**config.mk**
```make
export PLATFORM = sky130hd
export DESIGN_NAME = gecko_fetch
export DESIGN_NICKNAME = d
export VERILOG_FILES = /design/src/fetch_pkg.sv /design/src/fetch_table_ram.sv /design/src/fetch_jump_update.sv /design/src/fetch_predictor.sv /design/src/fetch_output_stage.sv /design/src/gecko_fetch.sv
export VERILOG_INCLUDE_DIRS = /design/src
export SDC_FILE = /design/constraint.sdc
export NUM_CORES = 2
export LEC_CHECK = 0
export BUFFER_PORTS_ARGS = -buffer_cell sky130_fd_sc_hd__buf_2
export CORE_ASPECT_RATIO = 1.75
export CORE_UTILIZATION = 50
export DETAILED_ROUTE_END_ITERATION = 16
export PLACE_DENSITY = 0.66
export RECOVER_POWER = 25
export SKIP_LAST_GASP = 1
export SLEW_MARGIN = 20
export SYNTH_ARGS = -nofsm -noshare
export SYNTH_HDL_FRONTEND = slang
export SYNTH_SLANG_ARGS = --single-unit
```
**constraint.sdc**
```tcl
create_clock -name clk -period 7.68 [get_ports clk]
set_clock_uncertainty 0.15 [all_clocks]
set_input_delay 0 -clock clk [delete_from_list [all_inputs] [get_ports clk]]
set_output_delay 0 -clock clk [all_outputs]
set_load 0.05 [all_outputs]
```
**src/fetch_config.svh**
```systemverilog
// fetch configuration: widths, table size and reset address of the fetch stage
`ifndef FETCH_CONFIG_SVH
`define FETCH_CONFIG_SVH

// program counter width in bits
`define FETCH_PC_WIDTH 32

// table index width
// 5 bits gives 32 entries in both prediction tables
`define FETCH_INDEX_WIDTH 5

// first fetch address after reset
`define FETCH_START_ADDR 32'h0000_0100

// saturating counter width
// top bit is the taken prediction
`define FETCH_COUNTER_WIDTH 2

`endif

```
**src/fetch_pkg.sv**
```systemverilog
// fetch package: shared fetch stage types and the saturating counter helpers
`include "fetch_config.svh"

package fetch_pkg;

    // program counter
    typedef logic [`FETCH_PC_WIDTH-1:0] fetch_pc_t;

    // table index, pc bits just above the byte offset
    typedef logic [`FETCH_INDEX_WIDTH-1:0] fetch_index_t;

    // pc bits above the index
    typedef logic [`FETCH_PC_WIDTH-`FETCH_INDEX_WIDTH-3:0] fetch_tag_t;

    typedef logic [`FETCH_COUNTER_WIDTH-1:0] fetch_counter_t;

    // redirect count, tags commands with the path they belong to
    typedef logic [3:0] fetch_jump_flag_t;

    typedef struct packed {
        logic valid;
        fetch_pc_t predicted_next;
        fetch_tag_t tag;
        logic jump_instruction;
    } fetch_target_entry_t;

    // instruction command payload
    typedef struct packed {
        fetch_pc_t pc;
        fetch_pc_t next_pc;
        fetch_jump_flag_t jump_flag;
        fetch_counter_t counter;
    } fetch_instruction_t;

    // jump command payload from execute
    typedef struct packed {
        fetch_pc_t current_pc;
        fetch_pc_t actual_next_pc;
        logic update_pc;
        logic branched;
        logic jumped;
        logic halt;
        fetch_counter_t counter;
    } fetch_jump_t;

    // taken when the top bit is set
    function automatic logic fetch_counter_taken(input fetch_counter_t value);
        return value[`FETCH_COUNTER_WIDTH-1];
    endfunction

    // one step toward the outcome, saturating at both ends
    function automatic fetch_counter_t fetch_counter_update(
        input fetch_counter_t value,
        input logic taken
    );
        fetch_counter_t result;
        result = value;
        if (taken && value != '1) begin
            result = fetch_counter_t'(value + 1'b1);
        end else if (!taken && value != '0) begin
            result = fetch_counter_t'(value - 1'b1);
        end
        return result;
    endfunction

endpackage

```
**src/fetch_table_ram.sv**
```systemverilog
// fetch table ram: register array with combinational read and a clearing sweep after reset
`timescale 1ns/1ns
`include "fetch_config.svh"

module fetch_table_ram #(
    parameter type T = logic,
    parameter int DEPTH = 1 << `FETCH_INDEX_WIDTH
) (
    input logic clk,
    input logic rst_n,
    input logic write_enable,
    input fetch_pkg::fetch_index_t write_index,
    input T write_data,
    output T write_read_data,
    input fetch_pkg::fetch_index_t read_index,
    output T read_data,
    output logic reset_done
);
    import fetch_pkg::*;

    T mem [DEPTH];

    // sweep state
    fetch_index_t sweep_index;
    logic sweeping;

    // sweep counter runs once per reset
    always_ff @(posedge clk or negedge rst_n) begin
        if (!rst_n) begin
            sweep_index <= '0;
            sweeping <= 1'b1;
        end else if (sweeping) begin
            sweep_index <= fetch_index_t'(sweep_index + 1'b1);
            // last entry cleared on this edge
            if (sweep_index == fetch_index_t'(DEPTH - 1)) begin
                sweeping <= 1'b0;
            end
        end
    end

    // array write port
    always_ff @(posedge clk) begin
        if (sweeping) begin
            // clear one entry per cycle
            mem[sweep_index] <= '0;
        end else if (write_enable) begin
            mem[write_index] <= write_data;
        end
    end

    // combinational reads
    // write side sees the value before this edge's write
    assign write_read_data = mem[write_index];
    assign read_data = mem[read_index];

    assign reset_done = !sweeping;

endmodule

```
**src/fetch_jump_update.sv**
```systemverilog
// fetch jump update: turns jump commands into table writes, counter updates and halt
`timescale 1ns/1ns
`include "fetch_config.svh"

module fetch_jump_update (
    input logic clk,
    input logic rst_n,
    input logic jump_valid,
    input fetch_pkg::fetch_pc_t jump_current_pc,
    input fetch_pkg::fetch_pc_t jump_actual_next_pc,
    input logic jump_branched,
    input logic jump_jumped,
    input logic jump_halt,
    input fetch_pkg::fetch_counter_t jump_counter,
    output logic target_write_enable,
    output fetch_pkg::fetch_index_t target_write_index,
    output fetch_pkg::fetch_target_entry_t target_write_data,
    output fetch_pkg::fetch_counter_t counter_write_data,
    output logic halt
);
    import fetch_pkg::*;

    // every jump command writes both tables
    // no back-pressure on this side
    assign target_write_enable = jump_valid;

    // index from pc bits above the byte offset
    assign target_write_index = jump_current_pc[`FETCH_INDEX_WIDTH+1:2];

    always_comb begin
        target_write_data.valid = 1'b1;
        // learned target is where execute actually went
        target_write_data.predicted_next = jump_actual_next_pc;
        // tag is everything above the index
        target_write_data.tag = jump_current_pc[`FETCH_PC_WIDTH-1:`FETCH_INDEX_WIDTH+2];
        // unconditional jumps predict taken regardless of the counter
        target_write_data.jump_instruction = jump_jumped;
    end

    // counter the command was predicted with, moved toward the outcome
    assign counter_write_data = fetch_counter_update(jump_counter, jump_branched);

    // sticky halt
    // only reset clears it
    always_ff @(posedge clk or negedge rst_n) begin
        if (!rst_n) begin
            halt <= 1'b0;
        end else if (jump_valid && jump_halt) begin
            halt <= 1'b1;
        end
    end

endmodule

```
**src/fetch_predictor.sv**
```systemverilog
// fetch predictor: pc and jump flag registers, target and counter tables, next pc choice
`timescale 1ns/1ns
`include "fetch_config.svh"

module fetch_predictor (
    input logic clk,
    input logic rst_n,
    input logic advance,
    input logic target_write_enable,
    input fetch_pkg::fetch_index_t target_write_index,
    input fetch_pkg::fetch_target_entry_t target_write_data,
    input fetch_pkg::fetch_counter_t counter_write_data,
    input logic redirect,
    input fetch_pkg::fetch_pc_t redirect_pc,
    output fetch_pkg::fetch_pc_t current_pc,
    output fetch_pkg::fetch_pc_t next_pc,
    output fetch_pkg::fetch_jump_flag_t jump_flag,
    output fetch_pkg::fetch_counter_t counter,
    output logic tables_ready
);
    import fetch_pkg::*;

    fetch_index_t read_index;
    fetch_target_entry_t target_entry;
    logic target_done;
    logic counter_done;
    logic table_hit;
    logic predicted_taken;
    fetch_jump_flag_t next_jump_flag;

    // both tables looked up at the current pc
    assign read_index = current_pc[`FETCH_INDEX_WIDTH+1:2];

    fetch_table_ram #(
        .T(fetch_target_entry_t)
    ) i_target_table (
        .clk(clk),
        .rst_n(rst_n),
        .write_enable(target_write_enable),
        .write_index(target_write_index),
        .write_data(target_write_data),
        .write_read_data(),
        .read_index(read_index),
        .read_data(target_entry),
        .reset_done(target_done)
    );

    // counter table shares the write index with the target table
    fetch_table_ram #(
        .T(fetch_counter_t)
    ) i_counter_table (
        .clk(clk),
        .rst_n(rst_n),
        .write_enable(target_write_enable),
        .write_index(target_write_index),
        .write_data(counter_write_data),
        .write_read_data(),
        .read_index(read_index),
        .read_data(counter),
        .reset_done(counter_done)
    );

    assign tables_ready = target_done && counter_done;

    always_comb begin
        // entry must be live and belong to this pc
        table_hit = target_entry.valid &&
            (target_entry.tag == current_pc[`FETCH_PC_WIDTH-1:`FETCH_INDEX_WIDTH+2]);
        predicted_taken = fetch_counter_taken(counter) || target_entry.jump_instruction;

        if (table_hit && predicted_taken) begin
            next_pc = target_entry.predicted_next;
        end else begin
            next_pc = current_pc + fetch_pc_t'(4);
        end

        // execute redirect wins over any prediction
        if (redirect) begin
            next_pc = redirect_pc;
            next_jump_flag = fetch_jump_flag_t'(jump_flag + 1'b1);
        end else begin
            next_jump_flag = jump_flag;
        end
    end

    // a redirect lands even while the outputs are stalled
    always_ff @(posedge clk or negedge rst_n) begin
        if (!rst_n) begin
            current_pc <= `FETCH_START_ADDR;
            jump_flag <= '0;
        end else if (advance || redirect) begin
            current_pc <= next_pc;
            jump_flag <= next_jump_flag;
        end
    end

endmodule

```
**src/fetch_output_stage.sv**
```systemverilog
// fetch output stage: single entry valid/ready register slice
`timescale 1ns/1ns

module fetch_output_stage #(
    parameter type T = logic
) (
    input logic clk,
    input logic rst_n,
    input logic load,
    input T data_in,
    output logic can_accept,
    output logic valid,
    input logic ready,
    output T data
);

    // empty, or the held item leaves on this edge
    assign can_accept = !valid || ready;

    // occupancy
    always_ff @(posedge clk or negedge rst_n) begin
        if (!rst_n) begin
            valid <= 1'b0;
        end else if (load) begin
            // refill, possibly in the same cycle as a transfer out
            valid <= 1'b1;
        end else if (ready) begin
            valid <= 1'b0;
        end
    end

    // payload holds until the next load
    always_ff @(posedge clk) begin
        if (load) begin
            data <= data_in;
        end
    end

endmodule

```
**src/gecko_fetch.sv**
```systemverilog
// gecko fetch: instruction fetch stage with target table and counter based prediction
`timescale 1ns/1ns

module gecko_fetch (
    input logic clk,
    input logic rst_n,
    input logic jump_valid,
    input fetch_pkg::fetch_pc_t jump_current_pc,
    input fetch_pkg::fetch_pc_t jump_actual_next_pc,
    input logic jump_update_pc,
    input logic jump_branched,
    input logic jump_jumped,
    input logic jump_halt,
    input fetch_pkg::fetch_counter_t jump_counter,
    output logic cmd_valid,
    input logic cmd_ready,
    output fetch_pkg::fetch_instruction_t cmd_payload,
    output logic req_valid,
    input logic req_ready,
    output fetch_pkg::fetch_pc_t req_addr
);
    import fetch_pkg::*;

    logic target_write_enable;
    fetch_index_t target_write_index;
    fetch_target_entry_t target_write_data;
    fetch_counter_t counter_write_data;
    logic halt;
    logic redirect;
    logic advance;
    logic tables_ready;
    logic cmd_can_accept;
    logic req_can_accept;
    fetch_pc_t current_pc;
    fetch_pc_t next_pc;
    fetch_jump_flag_t jump_flag;
    fetch_counter_t counter;
    fetch_instruction_t next_command;

    fetch_jump_update i_jump_update (
        .clk(clk),
        .rst_n(rst_n),
        .jump_valid(jump_valid),
        .jump_current_pc(jump_current_pc),
        .jump_actual_next_pc(jump_actual_next_pc),
        .jump_branched(jump_branched),
        .jump_jumped(jump_jumped),
        .jump_halt(jump_halt),
        .jump_counter(jump_counter),
        .target_write_enable(target_write_enable),
        .target_write_index(target_write_index),
        .target_write_data(target_write_data),
        .counter_write_data(counter_write_data),
        .halt(halt)
    );

    // redirect only for commands that move the pc
    assign redirect = jump_valid && jump_update_pc;

    // produce when running and swept, and both slices have room
    assign advance = !halt && tables_ready && cmd_can_accept && req_can_accept;

    fetch_predictor i_predictor (
        .clk(clk),
        .rst_n(rst_n),
        .advance(advance),
        .target_write_enable(target_write_enable),
        .target_write_index(target_write_index),
        .target_write_data(target_write_data),
        .counter_write_data(counter_write_data),
        .redirect(redirect),
        .redirect_pc(jump_actual_next_pc),
        .current_pc(current_pc),
        .next_pc(next_pc),
        .jump_flag(jump_flag),
        .counter(counter),
        .tables_ready(tables_ready)
    );

    // command carries the counter back so execute can return it
    always_comb begin
        next_command.pc = current_pc;
        next_command.next_pc = next_pc;
        next_command.jump_flag = jump_flag;
        next_command.counter = counter;
    end

    fetch_output_stage #(
        .T(fetch_instruction_t)
    ) i_cmd_stage (
        .clk(clk),
        .rst_n(rst_n),
        .load(advance),
        .data_in(next_command),
        .can_accept(cmd_can_accept),
        .valid(cmd_valid),
        .ready(cmd_ready),
        .data(cmd_payload)
    );

    // memory request sees the same pc sequence, drained at its own ready
    fetch_output_stage #(
        .T(fetch_pc_t)
    ) i_req_stage (
        .clk(clk),
        .rst_n(rst_n),
        .load(advance),
        .data_in(current_pc),
        .can_accept(req_can_accept),
        .valid(req_valid),
        .ready(req_ready),
        .data(req_addr)
    );

endmodule

```
==> results.py <==
metrics = {
    "status": {
        "status": "finished, violations left",
        "violations": "capacitance limit, slew limit",
    },
    "detailed_routing": {
        "final_antenna_net_count": 0,
        "drtPass1Iterations": 5,
        "post-route-drc-count": 0,
        "num_vias": 41696,
        "via_per_inst": 6.383,
        "wl_um": 221000,
        "drtIter0Drc": 4546,
        "wl_per_cell_um": 33.83,
    },
    "placement": {
        "dp_hpwl_um": 123300,
        "io_buffers": 176,
        "post_dp_cell_area_um2": 85170,
        "gp_congestion": 0.7988,
    },
    "clock_tree": {
        "clock_sinks": 2073,
        "cts_buffers": 185,
        "cts-resized-gates": 0,
        "clock-root-buffer": "clkbuf_16",
        "clk_pin_slew_ns": 0.07,
        "htreeDepth": 4,
        "clockBufferDepth": 4,
        "cts_tree": "done",
        "clk_latency_ns": 0.86,
    },
    "synthesis": {
        "synth_seq_area_share": 0.7608,
        "ys_ff_latch": 2073,
        "synth_area_um2": 81490,
        "synth_edf_count": 2022,
        "ys.flop_type": "edfxtp_1",
        "synth_nets": 3935,
        "netlist_instances": 3851,
        "async_flop_share": 0.02460,
        "syn_avg_cell_area_um2": 21.16,
        "synth.distinct_cells": 73,
        "yosysWarnings": 0,
    },
    "worst_setup_path": {
        "critical_path.cell_chain": "nand3_1, o22ai_1, nor2_1, a21oi_1, o21ai_0, nor4_1, nand4_1, a2111oi_0, or3_1, a21oi_1, dlygate4sd3_1",
        "worstReg2RegEnd": "i_predictor.current_pc[3]",
        "reg2reg_from": "i_predictor.current_pc[6]",
        "slowest_stage": "dfrtp_1",
        "cp-start-kind": "flip-flop",
        "setup.worst_path.end_class": "flip-flop",
        "cp_max_fo": 43,
        "cpPeakStageDelay_ns": 2.03,
        "r2r_slack_ns": 0.88,
        "worstSetupPathType": "flip-flop to flip-flop",
        "r2r_cells": 11,
        "cp.required_ns": 8.26,
        "endpoint": "i_predictor.current_pc[3]",
        "critPathMostFrequentCell": "a21oi_1",
        "arrival_ns": 7.38,
        "crit_start": "i_predictor.current_pc[6]",
    },
    "timing": {
        "finalSetupTns_ns": 0,
        "finalSetupViolations": 0,
        "fin_crit_sh": 0.8854,
        "hold_violations": 0,
        "period_minus_slack_ns": 6.800,
        "worst-slew-pin-transition_ns": 3.739,
        "maxSlewViolCount": 325,
        "slew_headroom": -1.493,
        "fmax_mhz": 147.1,
        "holdWs_ns": 0.06636,
        "rsz0062_at_grt": "false",
    },
    "floorplan": {
        "die_w_um": 307.2,
        "ioPinCount": 179,
        "rows": 195,
        "coreArea_um2": 161500,
        "fp.dieArea_um2": 164700,
        "start_util": 0.5045,
        "fp.dieH_um": 536.0,
    },
    "final_layout": {
        "seq_area_um2": 62010,
        "fillers": 12008,
        "multi_input_area_um2": 18380,
        "drive_gt1_frac": 0.2404,
        "finish.instance_area_um2": 92050,
        "fin_nets": 4308,
        "area_growth_pct": 12.96,
    },
    "global_route": {
        "antenna_found_initial": 12,
        "grt_max_degree": 132,
        "use_met2": 0.4669,
        "grt_pass1_wl_um": 311000,
        "grt_use_met1": 0.3498,
        "top_usage_layer": "met2",
        "overflow": 0,
        "met3_usage": 0.03776,
        "grt_util_all_layers": 0.2710,
        "grt_pass1_vias": 42057,
    },
    "pwr": {
        "vdd_drop_max_mv": 0.1725,
        "p_leak_nw": 27.71,
        "powerDensity_nw_per_um2": 264.8,
    },
    "hold_path": {
        "hold_path_class": "input port to asynchronous set/reset pin",
    },
    "run": {
        "drv_cap": 8,
    },
}
per-layer routing:
layer / routed length [um] / up-vias
met5: 76 / -
met4: 9253 / 10
met3: 18910 / 469
met2: 113600 / 2199
met1: 79200 / 22278
li1: - / 16740
Yosys cell counts (9+ instances only):
cell,instances,share of area
edfxtp_1,2022,0.75
mux4_2,515,0.14
nand2_1,136,0.0063
clkbuf_1,115,0.0053
nor2_1,115,0.0053
mux2i_1,96,0.012
o21ai_0,80,0.0049
and2_1,66,0.0051
nand3_1,66,0.0041
a21oi_1,60,0.0037
buf_2,55,0.0034
dfrtp_1,48,0.015
buf_4,44,0.0041
mux2_2,38,0.0053
a22oi_1,33,0.0030
xnor2_1,27,0.0029
o22ai_1,26,0.0020
and3_1,22,0.0017
xor2_1,22,0.0024
a221oi_1,21,0.0023
o221ai_1,18,0.0019
a22o_1,15,0.0016
buf_1,14,0.00064
nand4_1,14,0.0011
buf_6,12,0.0017
nand2b_1,12,0.00092
nand3b_1,12,0.0011
nor3_1,11,0.00068
a31oi_1,10,0.00077
nor2b_1,10,0.00077
ha_1,9,0.0014
inv_1,9,0.00041
worst min path at each step:
stage | start | to | slack, ns
2_1_floorplan | rst_n | i_cmd_stage.valid | -0.45
3_3_place_gp | rst_n | i_cmd_stage.valid | -0.32
3_5_place_dp | rst_n | i_cmd_stage.valid | -0.32
4_1_cts | rst_n | i_predictor.i_counter_table.sweep_index[1] | 0.03
5_1_grt | rst_n | i_predictor.i_counter_table.sweep_index[1] | 0.11
6_report | rst_n | i_predictor.i_counter_table.sweep_index[1] | 0.07
power breakdown:
group | leakage, nW | total, mW | switching, mW | internal [mW]
Clock | 2.83 | 9.10 | 4.06 | 5.04
Sequential | 17.5 | 12.7 | 0.185 | 12.6
Combinational | 7.42 | 2.53 | 1.41 | 1.11
Total | 27.7 | 24.4 | 5.66 | 18.7
cell type report:
class	instances	area share
Antenna cell	1	0.00002719
Clock buffer	227	0.05279
Clock inverter	100	0.009936
Inverter	10	0.0004757
Multi-Input combinational cell	1522	0.1996
Sequential cell	2073	0.6737
Tap cell	2167	0.02946
Timing Repair Buffer	432	0.03401
cells in the final DEF, fill, tap and decap left out, types with 11 or more instances in the layout:
cell type	netlist	layout
edfxtp_1	2022	2022
mux4_2	515	515
clkbuf_16	0	187
clkbuf_1	115	153
nand2_1	136	136
dlygate4sd3_1	0	127
buf_4	44	102
mux2i_1	96	96
nor2_1	115	86
o21ai_0	80	80
buf_2	55	70
nand3_1	66	66
a21oi_1	60	59
dfrtp_1	48	45
clkinv_1	1	43
and2_1	66	42
mux2_2	38	37
a22oi_1	33	33
clkinv_2	0	30
nor2_4	0	29
xnor2_1	27	27
o22ai_1	26	26
and2_0	0	23
and3_1	22	22
xor2_1	22	22
a221oi_1	21	21
o221ai_1	18	18
bufinv_16	0	16
a22o_1	15	15
nand4_1	14	14
buf_12	3	14
nand3b_1	12	12
nand2b_1	12	11
nor3_1	11	11
per-stage QoR:
| step | std cells | power [mW] | util | setup WS (ns) |
|---|---|---|---|---|
| global placement | 6074 | 15.45 | 0.5272 | 1.872 |
| global route | 6532 | 24.99 | 0.5699 | 0.7524 |
| finish | 6532 | 24.37 | 0.5699 | 0.8804 |
| CTS | 6530 | 24.48 | 0.5711 | 1.631 |
| detailed placement | 6075 | 15.48 | 0.5273 | 1.900 |
| floorplan | 3851 | 14.64 | - | 2.864 |
cells by family (layout without fill, tap and decap cells):
kind of cell | after synthesis | in the layout | share of synthesized area
buf+inv | 256 | 769 | 0.01678
mux | 649 | 649 | 0.1594
other cells | 0 | 1 | 0
xor+xnor | 49 | 49 | 0.005267
fa+ha+maj | 9 | 9 | 0.001382
simple gates | 502 | 502 | 0.03096
compound gates | 313 | 313 | 0.02538
flops | 2073 | 2073 | 0.7608
registers in the layout, summed over array words and instances, names as in the netlist, 4 cells and up:
| register | cells |
|---|---|
| i_predictor.i_target_table.mem | 1888 |
| i_cmd_stage.data | 70 |
| i_predictor.i_counter_table.mem | 64 |
| i_predictor.current_pc | 32 |
| i_predictor.i_counter_table.sweep_index | 5 |
| i_predictor.i_target_table.sweep_index | 5 |
| i_predictor.jump_flag | 4 |
what timing repair did:
action | 4_1_cts | 5_1_grt
hold buffers | 128 | 0
buffers inserted | 0 | 0
hold endpoints to repair | 1914 | 0
worst max-delay path, delay by kind of cell, from the launching register on:
kind                   cells  cell delay [ns]
DFF                        1             2.03
and+or+nand+nor            5             2.17
AOI/OAI and AO/OA          5             1.71
buffers and inverters      1             0.57
No activity file was read; power rests on OpenSTA's default activity.
